### src/verilog/mac_reader_defines.svh
`ifndef MAC_READER_DEFINES_SVH
`define MAC_READER_DEFINES_SVH

//////////////////////////////
// power-up and bus timing
//////////////////////////////

`define MAC_BOOT_CYCLES     32      // eeprom power-up hold off
`define I2C_QUARTER_CYCLES  4       // clk cycles per quarter scl period

//////////////////////////////
// eeprom layout
//////////////////////////////

`define MAC_WORD_ADDR       8'h9A   // eui-48 location in the mac402
`define MAC_BYTES           6       // bytes per mac read
`define EEPROM_DEV_PREFIX   4'b1011 // upper device address nibble

`endif
### src/verilog/i2c_pkg.sv
package i2c_pkg;

	//////////////////////////////
	// data types
	//////////////////////////////

	typedef logic [7:0]  i2c_byte_t;   // one bus byte
	typedef logic [47:0] mac_addr_t;   // assembled eui-48

	//////////////////////////////
	// bit engine commands
	//////////////////////////////

	typedef enum logic [2:0] {
		CMD_START   = 3'd0,  // start from idle bus
		CMD_RESTART = 3'd1,  // repeated start mid transaction
		CMD_STOP    = 3'd2,  // stop and release bus
		CMD_TX      = 3'd3,  // write byte and read ack
		CMD_RX      = 3'd4   // read byte and send ack or nack
	} i2c_cmd_t;

endpackage

### src/verilog/mac_reader_top.sv
`timescale 1ns/1ps

module mac_reader_top #(
	parameter logic [2:0] ADDR_PINS = 3'd0   // eeprom address straps
) (
	input  logic               clk,
	input  logic               rst_n,
	input  logic               sda_in,
	output logic               scl_oe,
	output logic               sda_oe,
	output logic               ready,
	output logic               done,
	output logic               fail,
	output i2c_pkg::mac_addr_t mac
);

	logic               boot_done;
	logic               open;
	logic               close;
	logic               rdata_valid;
	i2c_pkg::i2c_byte_t rdata;
	logic               burst_done;
	logic               err;
	logic               cmd_valid;
	i2c_pkg::i2c_cmd_t  cmd;
	i2c_pkg::i2c_byte_t tx_data;
	logic               rx_nack;
	logic               busy;
	logic               cmd_done;
	i2c_pkg::i2c_byte_t rx_data;
	logic               ack_err;

	//////////////////////////////
	// control path
	//////////////////////////////

	boot_timer u_boot (
		.clk       (clk),
		.rst_n     (rst_n),
		.boot_done (boot_done)
	);

	mac_reader_fsm u_fsm (
		.clk         (clk),
		.rst_n       (rst_n),
		.boot_done   (boot_done),
		.rdata_valid (rdata_valid),
		.rdata       (rdata),
		.burst_done  (burst_done),
		.err         (err),
		.open        (open),
		.close       (close),
		.ready       (ready),
		.done        (done),
		.fail        (fail),
		.mac         (mac)
	);

	//////////////////////////////
	// bus side
	//////////////////////////////

	eeprom_read_sequencer #(
		.ADDR_PINS (ADDR_PINS)
	) u_seq (
		.clk         (clk),
		.rst_n       (rst_n),
		.open        (open),
		.close       (close),
		.busy        (busy),
		.cmd_done    (cmd_done),
		.rx_data     (rx_data),
		.ack_err     (ack_err),
		.cmd_valid   (cmd_valid),
		.cmd         (cmd),
		.tx_data     (tx_data),
		.rx_nack     (rx_nack),
		.rdata_valid (rdata_valid),
		.rdata       (rdata),
		.burst_done  (burst_done),
		.err         (err)
	);

	i2c_bit_engine u_bit (
		.clk       (clk),
		.rst_n     (rst_n),
		.cmd_valid (cmd_valid),
		.cmd       (cmd),
		.tx_data   (tx_data),
		.rx_nack   (rx_nack),
		.sda_in    (sda_in),
		.busy      (busy),
		.cmd_done  (cmd_done),
		.rx_data   (rx_data),
		.ack_err   (ack_err),
		.scl_oe    (scl_oe),
		.sda_oe    (sda_oe)
	);

endmodule

### src/verilog/mac_reader_fsm.sv
`timescale 1ns/1ps

module mac_reader_fsm (
	input  logic               clk,
	input  logic               rst_n,
	input  logic               boot_done,
	input  logic               rdata_valid,
	input  i2c_pkg::i2c_byte_t rdata,
	input  logic               burst_done,
	input  logic               err,
	output logic               open,
	output logic               close,
	output logic               ready,
	output logic               done,
	output logic               fail,
	output i2c_pkg::mac_addr_t mac
);

	typedef enum logic [1:0] {ST_BOOT_WAIT, ST_READ, ST_DONE, ST_HOLD} state_t;

	state_t state;
	logic   fail_q;   // sticky error

	assign done  = (state == ST_DONE);    // one cycle only
	assign close = (state == ST_DONE);
	assign fail  = fail_q | err;          // up ahead of done

	//////////////////////////////
	// main state machine
	//////////////////////////////

	always_ff @(posedge clk or negedge rst_n) begin
		if (!rst_n) begin
			state  <= ST_BOOT_WAIT;
			open   <= 1'b0;
			ready  <= 1'b0;
			fail_q <= 1'b0;
			mac    <= '0;
		end else begin
			open <= 1'b0;
			if (err)
				fail_q <= 1'b1;
			case (state)
				ST_BOOT_WAIT: if (boot_done) begin
					open  <= 1'b1;
					state <= ST_READ;
				end
				ST_READ: begin
					if (rdata_valid)
						mac <= {mac[39:0], rdata};     // first byte ends up msb
					if (burst_done || err) begin
						ready <= 1'b1;
						state <= ST_DONE;
					end
				end
				ST_DONE: state <= ST_HOLD;
				default: ;                             // hold until reset
			endcase
		end
	end

	// done with ready up and the sequencer gone quiet
	a_done_ready: assert property (@(posedge clk) disable iff (!rst_n)
		done |-> ready && !(rdata_valid || burst_done || err));

endmodule

### src/verilog/eeprom_read_sequencer.sv
`timescale 1ns/1ps
`include "mac_reader_defines.svh"

module eeprom_read_sequencer #(
	parameter logic [2:0] ADDR_PINS = 3'd0   // eeprom a2..a0 strapping
) (
	input  logic               clk,
	input  logic               rst_n,
	input  logic               open,
	input  logic               close,
	input  logic               busy,
	input  logic               cmd_done,
	input  i2c_pkg::i2c_byte_t rx_data,
	input  logic               ack_err,
	output logic               cmd_valid,
	output i2c_pkg::i2c_cmd_t  cmd,
	output i2c_pkg::i2c_byte_t tx_data,
	output logic               rx_nack,
	output logic               rdata_valid,
	output i2c_pkg::i2c_byte_t rdata,
	output logic               burst_done,
	output logic               err
);

	typedef enum logic [3:0] {
		S_IDLE, S_START, S_DEV_W, S_WORD, S_RESTART, S_DEV_R, S_READ, S_STOP, S_DONE
	} state_t;

	localparam int BW = $clog2(`MAC_BYTES + 1);
	localparam logic [BW-1:0] LAST = BW'(`MAC_BYTES - 1);
	localparam i2c_pkg::i2c_byte_t DEV_W = {`EEPROM_DEV_PREFIX, ADDR_PINS, 1'b0};
	localparam i2c_pkg::i2c_byte_t DEV_R = {`EEPROM_DEV_PREFIX, ADDR_PINS, 1'b1};

	state_t        state;
	logic [BW-1:0] byte_cnt;   // index of read in flight
	logic          nacked;     // some tx was not acked

	//////////////////////////////
	// random read walk
	//////////////////////////////

	always_ff @(posedge clk or negedge rst_n) begin
		if (!rst_n) begin
			state       <= S_IDLE;
			cmd_valid   <= 1'b0;
			cmd         <= i2c_pkg::CMD_START;
			tx_data     <= '0;
			rx_nack     <= 1'b0;
			byte_cnt    <= '0;
			nacked      <= 1'b0;
			rdata_valid <= 1'b0;
			burst_done  <= 1'b0;
			err         <= 1'b0;
		end else begin
			cmd_valid   <= 1'b0;
			rdata_valid <= 1'b0;
			burst_done  <= 1'b0;
			err         <= 1'b0;
			case (state)
				S_IDLE: if (open && !busy) begin
					cmd_valid <= 1'b1;
					cmd       <= i2c_pkg::CMD_START;
					nacked    <= 1'b0;
					state     <= S_START;
				end
				S_START: if (cmd_done) begin
					cmd_valid <= 1'b1;
					cmd       <= i2c_pkg::CMD_TX;
					tx_data   <= DEV_W;                   // dummy write sets pointer
					state     <= S_DEV_W;
				end
				S_DEV_W: if (cmd_done) begin
					cmd_valid <= 1'b1;
					cmd       <= i2c_pkg::CMD_TX;
					tx_data   <= `MAC_WORD_ADDR;
					state     <= S_WORD;
				end
				S_WORD: if (cmd_done) begin
					cmd_valid <= 1'b1;
					cmd       <= i2c_pkg::CMD_RESTART;
					state     <= S_RESTART;
				end
				S_RESTART: if (cmd_done) begin
					cmd_valid <= 1'b1;
					cmd       <= i2c_pkg::CMD_TX;
					tx_data   <= DEV_R;
					state     <= S_DEV_R;
				end
				S_DEV_R: if (cmd_done) begin
					cmd_valid <= 1'b1;
					cmd       <= i2c_pkg::CMD_RX;
					rx_nack   <= (LAST == '0);
					byte_cnt  <= '0;
					state     <= S_READ;
				end
				S_READ: if (cmd_done) begin
					rdata_valid <= 1'b1;
					cmd_valid   <= 1'b1;
					if (byte_cnt == LAST) begin
						cmd   <= i2c_pkg::CMD_STOP;
						state <= S_STOP;
					end else begin
						cmd      <= i2c_pkg::CMD_RX;
						rx_nack  <= (byte_cnt + 1'b1 == LAST);   // nack ends the burst
						byte_cnt <= byte_cnt + 1'b1;
					end
				end
				S_STOP: if (cmd_done) begin
					burst_done <= !nacked;
					err        <= nacked;
					state      <= S_DONE;
				end
				S_DONE: if (close)
					state <= S_IDLE;
				default: state <= S_IDLE;
			endcase

			// unacked tx bails out through stop
			if (cmd_done && ack_err &&
				(state == S_DEV_W || state == S_WORD || state == S_DEV_R)) begin
				cmd    <= i2c_pkg::CMD_STOP;
				nacked <= 1'b1;
				state  <= S_STOP;
			end
		end
	end

	always_ff @(posedge clk) begin
		if (state == S_READ && cmd_done)
			rdata <= rx_data;                             // hold for the fsm shift
	end

	// one completion flag, bit engine already idle after the stop
	a_one_outcome: assert property (@(posedge clk) disable iff (!rst_n)
		(burst_done || err) |-> !(burst_done && err) && !busy);

endmodule

### src/verilog/boot_timer.sv
`timescale 1ns/1ps
`include "mac_reader_defines.svh"

module boot_timer (
	input  logic clk,
	input  logic rst_n,
	output logic boot_done
);

	localparam int CW = $clog2(`MAC_BOOT_CYCLES + 1);

	logic [CW-1:0] cnt;   // cycles since reset release

	//////////////////////////////
	// saturating delay
	//////////////////////////////

	always_ff @(posedge clk or negedge rst_n) begin
		if (!rst_n) begin
			cnt       <= '0;
			boot_done <= 1'b0;
		end else begin
			boot_done <= (cnt == CW'(`MAC_BOOT_CYCLES - 1));   // single pulse
			if (cnt != CW'(`MAC_BOOT_CYCLES))
				cnt <= cnt + 1'b1;                           // stick at the limit
		end
	end

endmodule

### src/verilog/i2c_bit_engine.sv
`timescale 1ns/1ps
`include "mac_reader_defines.svh"

module i2c_bit_engine (
	input  logic               clk,
	input  logic               rst_n,
	input  logic               cmd_valid,
	input  i2c_pkg::i2c_cmd_t  cmd,
	input  i2c_pkg::i2c_byte_t tx_data,
	input  logic               rx_nack,
	input  logic               sda_in,
	output logic               busy,
	output logic               cmd_done,
	output i2c_pkg::i2c_byte_t rx_data,
	output logic               ack_err,
	output logic               scl_oe,
	output logic               sda_oe
);

	typedef enum logic [2:0] {ST_IDLE, ST_START, ST_STOP, ST_DATA, ST_ACK} state_t;

	localparam int QW = $clog2(`I2C_QUARTER_CYCLES);

	state_t             state;
	logic [QW-1:0]      qcnt;      // clk count within quarter
	logic [1:0]         phase;     // quarter within bit
	logic [2:0]         bit_cnt;   // data bit index
	logic               is_rx;
	logic               nack_q;    // latched rx_nack
	i2c_pkg::i2c_byte_t shreg;     // shared tx/rx shifter
	logic               q_end;
	logic               bit_end;
	logic               mid;
	logic               scl_nx;
	logic               sda_nx;

	assign q_end    = (qcnt == QW'(`I2C_QUARTER_CYCLES - 1));
	assign bit_end  = q_end && (phase == 2'd3);
	assign mid      = q_end && (phase == 2'd1);           // middle of scl high
	assign cmd_done = bit_end && (state == ST_START || state == ST_STOP || state == ST_ACK);
	assign busy     = (state != ST_IDLE) && !cmd_done;   // drops with cmd_done
	assign rx_data  = shreg;

	//////////////////////////////
	// sequencing
	//////////////////////////////

	always_ff @(posedge clk or negedge rst_n) begin
		if (!rst_n) begin
			state   <= ST_IDLE;
			qcnt    <= '0;
			phase   <= 2'd0;
			bit_cnt <= 3'd0;
			is_rx   <= 1'b0;
			nack_q  <= 1'b0;
			ack_err <= 1'b0;
		end else if (state == ST_IDLE) begin
			qcnt    <= '0;
			phase   <= 2'd0;
			bit_cnt <= 3'd0;
			if (cmd_valid) begin
				is_rx   <= (cmd == i2c_pkg::CMD_RX);
				nack_q  <= rx_nack;
				ack_err <= 1'b0;                          // fresh status per command
				case (cmd)
					i2c_pkg::CMD_START,
					i2c_pkg::CMD_RESTART: state <= ST_START;
					i2c_pkg::CMD_STOP:    state <= ST_STOP;
					default:              state <= ST_DATA;
				endcase
			end
		end else begin
			qcnt <= q_end ? '0 : qcnt + 1'b1;
			if (q_end)
				phase <= phase + 2'd1;                    // wraps at bit end
			if (mid && state == ST_ACK && !is_rx)
				ack_err <= sda_in;                        // high = no ack from slave
			if (bit_end) begin
				bit_cnt <= bit_cnt + 3'd1;
				if (state == ST_DATA && bit_cnt == 3'd7)
					state <= ST_ACK;
				else if (state != ST_DATA)
					state <= ST_IDLE;
			end
		end
	end

	always_ff @(posedge clk) begin
		if (state == ST_IDLE && cmd_valid)
			shreg <= tx_data;
		else if (state == ST_DATA && is_rx && mid)
			shreg <= {shreg[6:0], sda_in};                // msb first in
		else if (state == ST_DATA && !is_rx && bit_end)
			shreg <= {shreg[6:0], 1'b0};                  // next bit to msb
	end

	//////////////////////////////
	// pin drive
	//////////////////////////////

	always_comb begin
		scl_nx = scl_oe;                                   // idle gap holds the bus
		sda_nx = sda_oe;
		case (state)
			ST_START: begin
				scl_nx = (phase == 2'd0) || (phase == 2'd3);
				sda_nx = phase[1];                         // sda falls while scl high
			end
			ST_STOP: begin
				scl_nx = (phase == 2'd0);
				sda_nx = !phase[1];                        // sda rises while scl high
			end
			ST_DATA: begin
				scl_nx = (phase == 2'd0) || (phase == 2'd3);
				sda_nx = !is_rx && !shreg[7];
			end
			ST_ACK: begin
				scl_nx = (phase == 2'd0) || (phase == 2'd3);
				sda_nx = is_rx && !nack_q;                 // master ack on reads
			end
			default: ;
		endcase
	end

	always_ff @(posedge clk or negedge rst_n) begin
		if (!rst_n) begin
			scl_oe <= 1'b0;
			sda_oe <= 1'b0;
		end else begin
			scl_oe <= scl_nx;
			sda_oe <= sda_nx;
		end
	end

	// sequencer must wait out the running command
	a_no_cmd_when_busy: assert property (@(posedge clk) disable iff (!rst_n)
		cmd_valid |-> !busy);

endmodule

### config.mk
export PLATFORM = sky130hd
export DESIGN_NAME = mac_reader_top
export DESIGN_NICKNAME = d
export VERILOG_FILES = /design/src/verilog/i2c_pkg.sv /design/src/verilog/mac_reader_top.sv /design/src/verilog/mac_reader_fsm.sv /design/src/verilog/eeprom_read_sequencer.sv /design/src/verilog/boot_timer.sv /design/src/verilog/i2c_bit_engine.sv
export VERILOG_INCLUDE_DIRS = /design/src /design/src/verilog
export SDC_FILE = /design/constraint.sdc
export NUM_CORES = 1
export LEC_CHECK = 0
export ABC_AREA = 1
export ABC_CLOCK_PERIOD_IN_PS = 2500
export BUFFER_PORTS_ARGS = -buffer_cell sky130_fd_sc_hd__buf_4
export CAP_MARGIN = 20
export CORE_UTILIZATION = 35
export DETAILED_ROUTE_END_ITERATION = 16
export PLACE_DENSITY = 0.64
export SYNTH_ARGS = -nofsm -noshare
export SYNTH_HDL_FRONTEND = slang
export SYNTH_SLANG_ARGS = --single-unit
### constraint.sdc
create_clock -name clk -period 2.5 [get_ports clk]
set_input_delay 0.75 -clock clk [delete_from_list [all_inputs] [get_ports clk]]
set_output_delay 0.75 -clock clk [all_outputs]
set_load 0.03 [all_outputs]
==> flow_summary.ini, run 1 <==
[critical_path]
crit_required_ns = 1.75
cp_max_fo = 5
reg2reg_slack_ns = 0.66
cp-start-kind = register
cp-end-kind = output pin
r2r_cells = 5
cp_slowest_cell = dfrtp_1
critical_path_class = reg2out
path_cells = inv_1 > ha_1 > buf_4
crit_arrival_ns = 1.27
r2r_end = u_fsm.mac[3]
slowest_delay_ns = 0.42
r2r-start = u_fsm.state[1]

[synthesis]
ys_ff_latch = 111
ys_warn_count = 0
async_flop_share_pct = 85.59
netlist-cell-type-count = 38
syn_inst = 449
syn_area_um2 = 4785
yosysSeqAreaShare_pct = 59.73
synth_edf_count = 16
synth-main-ff-cell = dfrtp_1
syn_area_per_cell_um2 = 10.66
syn_nets = 468

[floorplanning]
core-area_um2 = 13300
die_x_um = 118.9
top_level_ports = 56
die_h_um = 118.9
dieArea_um2 = 14140
start_util_pct = 35.99
placementRows = 42

[power]
combPwrFrac_pct = 1.1
seq_power_share_pct = 54.2
power_switching_mw = 0.7263
irDropWorstVdd_v = 0.0002735
clkPwrFrac_pct = 44.7
intPower_mw = 2.641
leakagePower_nw = 2.911
power_density_nw_per_um2 = 586.0
netSwitchingFraction_pct = 21.57

[route]
detail-route-antenna-nets = 0
firstDrtPassIters = 5
first_iter_violations = 190
dr_total_vias = 3221
routedWlPerCell_um = 12.21
wirelength_mm = 8.437
drc = 0
routed_via_density = 4.661

[place]
place_area_um2 = 5431
gp_congestion = 0.8327
port-buffer-count = 55
dp_hpwl_mm = 6.165

[clocking]
post_cts_buffers = 0
cts-root-buf = clkbuf_16
cts_tree = built
h-tree-depth = 3
cts.sinks = 111
cts_buffers = 9
clockBufferDepth = 2
holdBufCountCts = 0
clk_pin_slew_ns = 0.08
cts-resized-gates = 0
insertion_delay_ns = 0.35

[timing]
fin_setup_tns_ns = 0
clock.fmax_mhz = 495.2
min_period_over_period_pct = 80.78
fin_skew_ns = 0.008954
slew_viol_final = 0
maxSlewHeadroom_pct = 71.60
rsz0062_at_grt = no
tightest_slew_ns = 0.4246
hold_viol = 0
setup_viol = 0
layout_min_cycle_time_ns = 2.019

[global_route]
grt_pass1_wl_mm = 15.10
grt_usage_pct = 13.12
antenna_found_initial = 0
overflow = 0
grt_max_degree = 53
busiest_layer = met2
use_met2_pct = 20.91
grt_pass1_vias = 3255
grtUsageMet3_pct = 3.257
use_met1_pct = 17.48

[layout]
area_growth_pct = 20.11
nNetsFinal = 529
mostFrequentLayoutCell = dfrtp_1
drive_gt1_share_pct = 26.99
antenna_cells = 0
layout_common_cells = dfrtp_1, nand2_1, buf_4
final_cell_area_um2 = 5747
fill_cells = 1268

[flow_run]
max_cap_violations = 0

[status]
outcome = finished, final reports clean

[hold_path]
hold_path_class = in2async
-- layer usage --
layer | wire (um) | up-vias
met4 | 91 | 0
met5 | 0 | -
met1 | 4022 | 1532
met3 | 413 | 7
met2 | 3911 | 77
li1 | - | 1605
-- power by group through the flow --
stage / Sequential [mW] / Clock (mW) / Combinational (mW)
6_report: 1.82 / 1.51 / 0.0367
5_1_grt: 1.83 / 1.64 / 0.0444
2_1_floorplan: 1.86 / 0 / 0.000247
4_1_cts: 1.82 / 1.56 / 0.0395
3_3_place_gp: 1.86 / 0 / 0.0384
3_5_place_dp: 1.86 / 0 / 0.0395
-- state kept, by name (all words and copies together), names as in the netlist, 2 cells and up --
| name | count |
|---|---|
| u_fsm.mac | 48 |
| u_bit.rx_data | 8 |
| u_seq.rdata | 8 |
| u_boot.cnt | 6 |
| u_seq.state | 4 |
| u_seq.tx_data | 4 |
| u_bit.bit_cnt | 3 |
| u_bit.state | 3 |
| u_seq.byte_cnt | 3 |
| u_seq.cmd | 3 |
| u_bit.phase | 2 |
| u_bit.qcnt | 2 |
| u_fsm.state | 2 |
-- per-stage QoR --
step | cells | util, % | power (mW) | setup slack, ns | hold WS, ns
after floorplan | 449 | - | 1.863 | 0.7928 | 0.4075
after global placement | 675 | 40.85 | 1.900 | 0.7203 | 0.4159
after detailed placement | 675 | 40.85 | 1.901 | 0.6522 | 0.4206
after CTS | 691 | 43.22 | 3.421 | 0.4628 | 0.2622
after global routing | 691 | 43.22 | 3.509 | 0.4205 | 0.2718
final | 691 | 43.22 | 3.368 | 0.4806 | 0.2677
-- critical path, delay by kind of cell, from the launching register on --
kind,cells,cell delay (ns)
buf+inv,2,0.26
flops,1,0.42
fa+ha+maj,1,0.24
-- worst max path at each step --
| stage | start | endpoint | slack [ns] |
|---|---|---|---|
| 2_1_floorplan | u_bit.qcnt[0] | u_seq.rdata[0] | 0.79 |
| 3_3_place_gp | u_fsm.state[1] | u_fsm.mac[24] | 0.72 |
| 3_5_place_dp | u_fsm.state[1] | u_fsm.mac[5] | 0.65 |
| 4_1_cts | u_fsm.state[0] | done | 0.46 |
| 5_1_grt | u_fsm.state[0] | done | 0.42 |
| 6_report | u_fsm.state[0] | done | 0.48 |
-- cells by family (layout without fill, tap and decap cells) --
kind of cell    Yosys count  count (layout)  synth area share [%]
flops                   111             111                 59.73
mux                      30              30                 7.061
buf+inv                  57             123                 4.681
simple gates            168             168                 16.00
compound gates           61              61                 7.244
fa+ha+maj                16              16                 4.184
xor+xnor                  6               6                 1.098
-- cell usage after synthesis, types with 2 or more instances --
library cell,number,area (um^2)
buf_2,5,25.02
o21ai_2,2,17.52
ha_1,16,200.2
o21bai_1,4,30.03
inv_2,10,37.54
o21ai_1,9,45.04
nand4_1,2,12.51
nand2_2,5,31.28
nand3_1,28,140.1
nand2_1,79,296.5
o21ai_0,24,120.1
or2_2,4,25.02
clkbuf_1,2,7.510
a31oi_1,2,12.51
o211ai_1,3,22.52
dfrtp_1,95,2377
nor2_4,2,22.52
edfxtp_1,16,480.5
mux2_2,30,337.8
nor2_2,3,18.77
xor2_1,5,43.79
a21oi_1,13,65.06
nor2_1,32,120.1
a21oi_2,2,17.52
nor3_1,3,15.01
inv_1,38,142.6
nor4_1,2,12.51
nand3_2,3,30.03
-- area by class of cell --
type	count	area, um^2	area share, %
inverter	48	180.2	3.135
tap	176	220.2	3.832
sequential	111	2858	49.73
multi-input combinational	281	1705	29.68
clock buffer	9	225.2	3.919
clock inverter	7	90.09	1.568
timing repair buffer	59	467.9	8.143
(Power assumes the default switching activity.)
==> run 2, diff against run 1 <==
- ABC_AREA: 1 -> 0
- ABC_CLOCK_PERIOD_IN_PS: 2500 -> 2070
- clock period: 2.5 -> 2.07 ns (I/O delays scaled with it)
==> run 2 against run 1 <==
  * Synthesized cell count decreased by 12%
  * Via count is 1.4% lower
  * First-iteration DRC count increased by 16%
  * Final area increased by 4.2%
  * Clock power is 17% higher
  * Routed wire length is 8.3% higher
  * Synthesized area is 2.5% higher
  * Critical path type unchanged
==> flow_summary.ini, run 2 <==
[flow_run]
max_cap_violations = 0

[power]
power_density_nw_per_um2 = 671.3
irDropWorstVdd_v = 0.0004204
leakagePower_nw = 2.859
design_power_total_mw = 4.020

[critical_path]
r2r_cells = 6
cp-end-kind = output pin
cp-start-kind = register
critical_path_class = reg2out
crit_family = flip-flops
path_depth = 3
crit_arrival_ns = 1.34
path_cells = inv_1 > ha_1 > buf_4
cp_max_fo = 5
crit_required_ns = 1.45
cp_slowest_cell = dfrtp_1
critPathLaunch = u_fsm.state[0]
slowest_delay_ns = 0.43
worst-path-buf-inv = 2
r2r-start = u_bit.state[0]

[synthesis]
syn_area_per_cell_um2 = 12.42
ys_warn_count = 0
yosysSeqAreaShare_pct = 58.25
synth_edf_count = 16
synth_area_leaders = dfrtp_1, mux2_2, edfxtp_1
netlist-cell-type-count = 60
syn_nets = 414
synth_common_cells = dfrtp_1, mux2_2, nand2_1
synth-main-ff-cell = dfrtp_1
syn_area_um2 = 4906
yosys.area.top_type = dfrtp_1
async_flop_share_pct = 85.59
syn_inst = 395
ys_ff_latch = 111
synth_top_cell_area_share_pct = 48.46
synth.most_common_cell = dfrtp_1

[layout]
nNetsFinal = 488
drive_gt1_share_pct = 33.97
mostFrequentLayoutCell = dfrtp_1
layout_common_cells = dfrtp_1, buf_4, mux2_2
multiInputGateArea_um2 = 1901
fill_cells = 1255
final_cell_area_um2 = 5988
largest_register_ffs = 48
seq_area_um2 = 2858
area_growth_pct = 22.06
largest_register = u_fsm.mac
antenna_cells = 0
final_util_pct = 44.51

[place]
gp_congestion = 0.8565
port-buffer-count = 55
place_area_um2 = 5668
dp_hpwl_mm = 6.748

[timing]
min_period_over_period_pct = 94.52
fin_skew_ns = 0.01362
rsz0062_at_grt = no
tightest_slew_ns = 0.5621
timing.hold.ws_ns = 0.1911
setup_viol = 0
maxSlewHeadroom_pct = 62.53
hold_viol = 0
fin_setup_tns_ns = 0
slew_viol_final = 0
clock.fmax_mhz = 511.1
layout_min_cycle_time_ns = 1.956

[route]
first_iter_violations = 220
dr_total_vias = 3176
drc = 0
detail-route-antenna-nets = 0
routed_via_density = 4.886
firstDrtPassIters = 4
wirelength_mm = 9.141
routedWlPerCell_um = 14.06

[floorplanning]
placementRows = 42
top_level_ports = 56
die_h_um = 120.4
start_util_pct = 36.47
dieArea_um2 = 14500
core-area_um2 = 13450
die_x_um = 120.4

[global_route]
grt_usage_pct = 13.74
grt_pass1_wl_mm = 15.67
grt_max_degree = 34
grt_pass1_vias = 3184
antenna_found_initial = 0
overflow = 0

[clocking]
cts_tree = built
clockBufferDepth = 2
clk_pin_slew_ns = 0.09
cts.sinks = 111
h-tree-depth = 3
holdBufCountCts = 0
cts-root-buf = clkbuf_16
insertion_delay_ns = 0.36
cts_buffers = 9

[hold_path]
hold_path_class = in2async

[status]
outcome = finished, final reports clean
==> run 2: cell types whose count changed after synthesis, moves of 10 or more <==
cell     delta
nor2_1     -12
mux2_2     +20
nand3_1    -21
inv_2      -10
nand2_1    -42
inv_1      -20
==> run 2: kinds of logic (layout without fill, tap and decap cells) <==
family,Yosys count,in the layout,synth area share (%)
fa+ha+maj,17,17,4.285
xor+xnor,12,12,2.142
simple gates,102,102,10.43
buf+inv,35,114,3.086
flops,111,111,58.25
mux,58,58,13.34
compound gates,60,60,8.468
==> run 2: through the flow <==
| step | std cells | worst slack [ns] |
|---|---|---|
| 4_1_cts | 650 | 0.09162 |
| 2_1_floorplan | 395 | 0.006469 |
| 3_5_place_dp | 634 | 0.1072 |
| 3_3_place_gp | 633 | 0.05114 |
| 5_1_grt | 650 | 0.02345 |
| 6_report | 650 | 0.1135 |
==> run 2: area by class of cell <==
cell class,instances,area share (%)
tap,176,3.677
clock inverter,7,1.567
sequential,111,47.72
multi-input combinational,249,31.74
clock buffer,9,3.761
inverter,18,1.128
timing repair buffer,80,10.41
==> run 2: where the power goes <==
part / switching [mW] / internal [mW] / total [mW]
Sequential: 0 / 2.20 / 2.20
Combinational: 0.0377 / 0.00883 / 0.0466
Clock: 0.890 / 0.879 / 1.77
==> run 2: layer usage <==
metal	vias to the layer above	part of all wire, %	global-route usage [%]
met1	1543	47	18.57
met2	94	46	21.55
met3	8	6.2	3.396
met5	-	0	0
li1	1531	-	-
met4	0	0.95	4.630
==> run 2: repair_timing <==
action / CTS / global route
setup buffers: 0 / 0
endpoints found under the hold margin: 0 / 0
endpoints found under the setup margin: 0 / 2
gates resized for setup: 0 / 1
==> run 2: worst paths after layout <==
path	to	slack, ns
max	done	0.11
min	u_fsm.mac[38]	0.19
max reg2reg	u_seq.cmd[2]	0.13
min reg2reg	u_seq.burst_done	0.42
max in group asynchronous	u_seq.nacked	1.26
min in group clk	u_seq.burst_done	0.42
==> run 3, diff against run 2 <==
- REMOVE_ABC_BUFFERS: default -> 1
==> run 3 against run 2 <==
  * Final area is 0.38% lower
  * First-iteration DRC count is 10% lower
  * Via count is 0.69% lower
  * Clock skew fell by 0.0076 ns
  * Clock-buffer cell count increased by 2
  * Total power about the same
  * Routed wire length down 4.8%
  * Largest cell class unchanged
  * Setup slack better by 0.0022 ns
  * Non-clock buffer count fell by 3
  * Die area did not move
  * Worst hold slack better by 0.0074 ns
  * Global-route usage is 0.86 points lower
==> flow_summary.ini, run 3 (synthesis gave the netlist of run 2 again) <==
[global_route]
antenna_found_initial = 0
grt_usage_pct = 12.87
overflow = 0
grt_pass1_vias = 3096
grt_pass1_wl_mm = 14.70
grt_max_degree = 38

[place]
place_area_um2 = 5653
dpl.cell_count = 630
dp_hpwl_mm = 6.301
preCtsSetupSlack_ns = 0.05415
port-buffer-count = 55
gp_congestion = 0.8518

[power]
leakagePower_nw = 2.835
design_power_total_mw = 4.018
power_density_nw_per_um2 = 673.4
irDropWorstVdd_v = 0.0004290

[critical_path]
r2r_end = u_seq.cmd[1]
cp_max_fo = 12
crit_arrival_ns = 2.18
r2r_cells = 6
r2r-start = u_bit.state[0]
crit_required_ns = 2.30
critical_path_class = reg2reg
reg2reg_slack_ns = 0.12
cp-start-kind = register
cp-end-kind = register

[layout]
nNetsFinal = 485
multiInputGateArea_um2 = 1899
drive_gt1_share_pct = 33.12
fill_cells = 1233
antenna_cells = 0
mostFrequentLayoutCell = dfrtp_1
area_growth_pct = 21.60
final_util_pct = 44.35
largest_register = u_fsm.mac
final_cell_area_um2 = 5966
seq_area_um2 = 2858
layout_common_cells = dfrtp_1, buf_4, mux2_2
largest_register_ffs = 48
final_cell_count_no_fill = 647

[clocking]
holdBufCountCts = 0
h-tree-depth = 3
insertion_delay_ns = 0.34
clk_pin_slew_ns = 0.07
cts-root-buf = clkbuf_16
post_cts_buffers = 0
cts_tree = built
cts.sinks = 111
cts_buffers = 9
clockBufferDepth = 2
cts-resized-gates = 0

[timing]
rsz0062_at_grt = no
clock.fmax_mhz = 511.7
timing.hold.ws_ns = 0.1986
min_period_over_period_pct = 94.41
hold_viol = 0
tightest_slew_ns = 0.5173
slew_viol_final = 0
layout_min_cycle_time_ns = 1.954
fin_ws_ns = 0.1157
setup_viol = 0
maxSlewHeadroom_pct = 65.51
fin_setup_tns_ns = 0
fin_skew_ns = 0.005995

[floorplanning]
top_level_ports = 56
start_util_pct = 36.47
dieArea_um2 = 14500
core-area_um2 = 13450
placementRows = 42
die_h_um = 120.4
die_x_um = 120.4

[route]
routedWlPerCell_um = 13.45
wirelength_mm = 8.704
detail-route-antenna-nets = 0
firstDrtPassIters = 4
routed_via_density = 4.875
first_iter_violations = 198
dr_total_vias = 3154
drc = 0

[hold_path]
hold_path_class = in2async

[status]
outcome = finished, final reports clean

[flow_run]
max_cap_violations = 0
## run 3: critical path, stage by stage, from the launching register on
cell	delay (ns)
dfrtp_1	0.37
buf_4	0.19
xor2_1	0.26
o211a_4	0.24
o21ai_1	0.10
a211oi_4	0.35
mux2_4	0.33
## run 3: worst max path at each step
stage	start	end	slack (ns)	cells after the start
after global placement	u_bit.state[2]	u_bit.rx_data[3]	0.15	3
after detailed placement	u_bit.state[2]	u_bit.rx_data[6]	0.05	3
final	u_bit.state[0]	u_seq.cmd[1]	0.12	6
after floorplan	u_bit.state[2]	u_bit.rx_data[0]	-0.31	3
after CTS	u_bit.state[2]	u_bit.rx_data[1]	0.02	3
after global routing	u_bit.state[0]	u_seq.cmd[1]	0.003	6
## run 3: power by group
part / internal [mW] / total (mW) / switching [mW] / leakage (nW)
logic: 0.00888 / 0.0459 / 0.0370 / 1.27
registers: 2.20 / 2.20 / 0 / 1.42
clock network: 0.985 / 1.77 / 0.782 / 0.144
total: 3.20 / 4.02 / 0.819 / 2.84
## run 3: final cells by class
class | count | area share (%)
clock buffer | 11 | 4.069
tap | 176 | 3.691
multi-input combinational | 249 | 31.84
inverter | 18 | 1.133
sequential | 111 | 47.90
timing repair buffer | 77 | 10.28
clock inverter | 5 | 1.091
## run 3: routing by layer
layer / GRT usage (%) / routed length (um) / vias up
met5: 0 / 0 / -
met4: 7.485 / 233 / 0
met3: 2.217 / 319 / 15
met2: 20.26 / 3986 / 70
met1: 16.72 / 4164 / 1535
li1: - / - / 1534
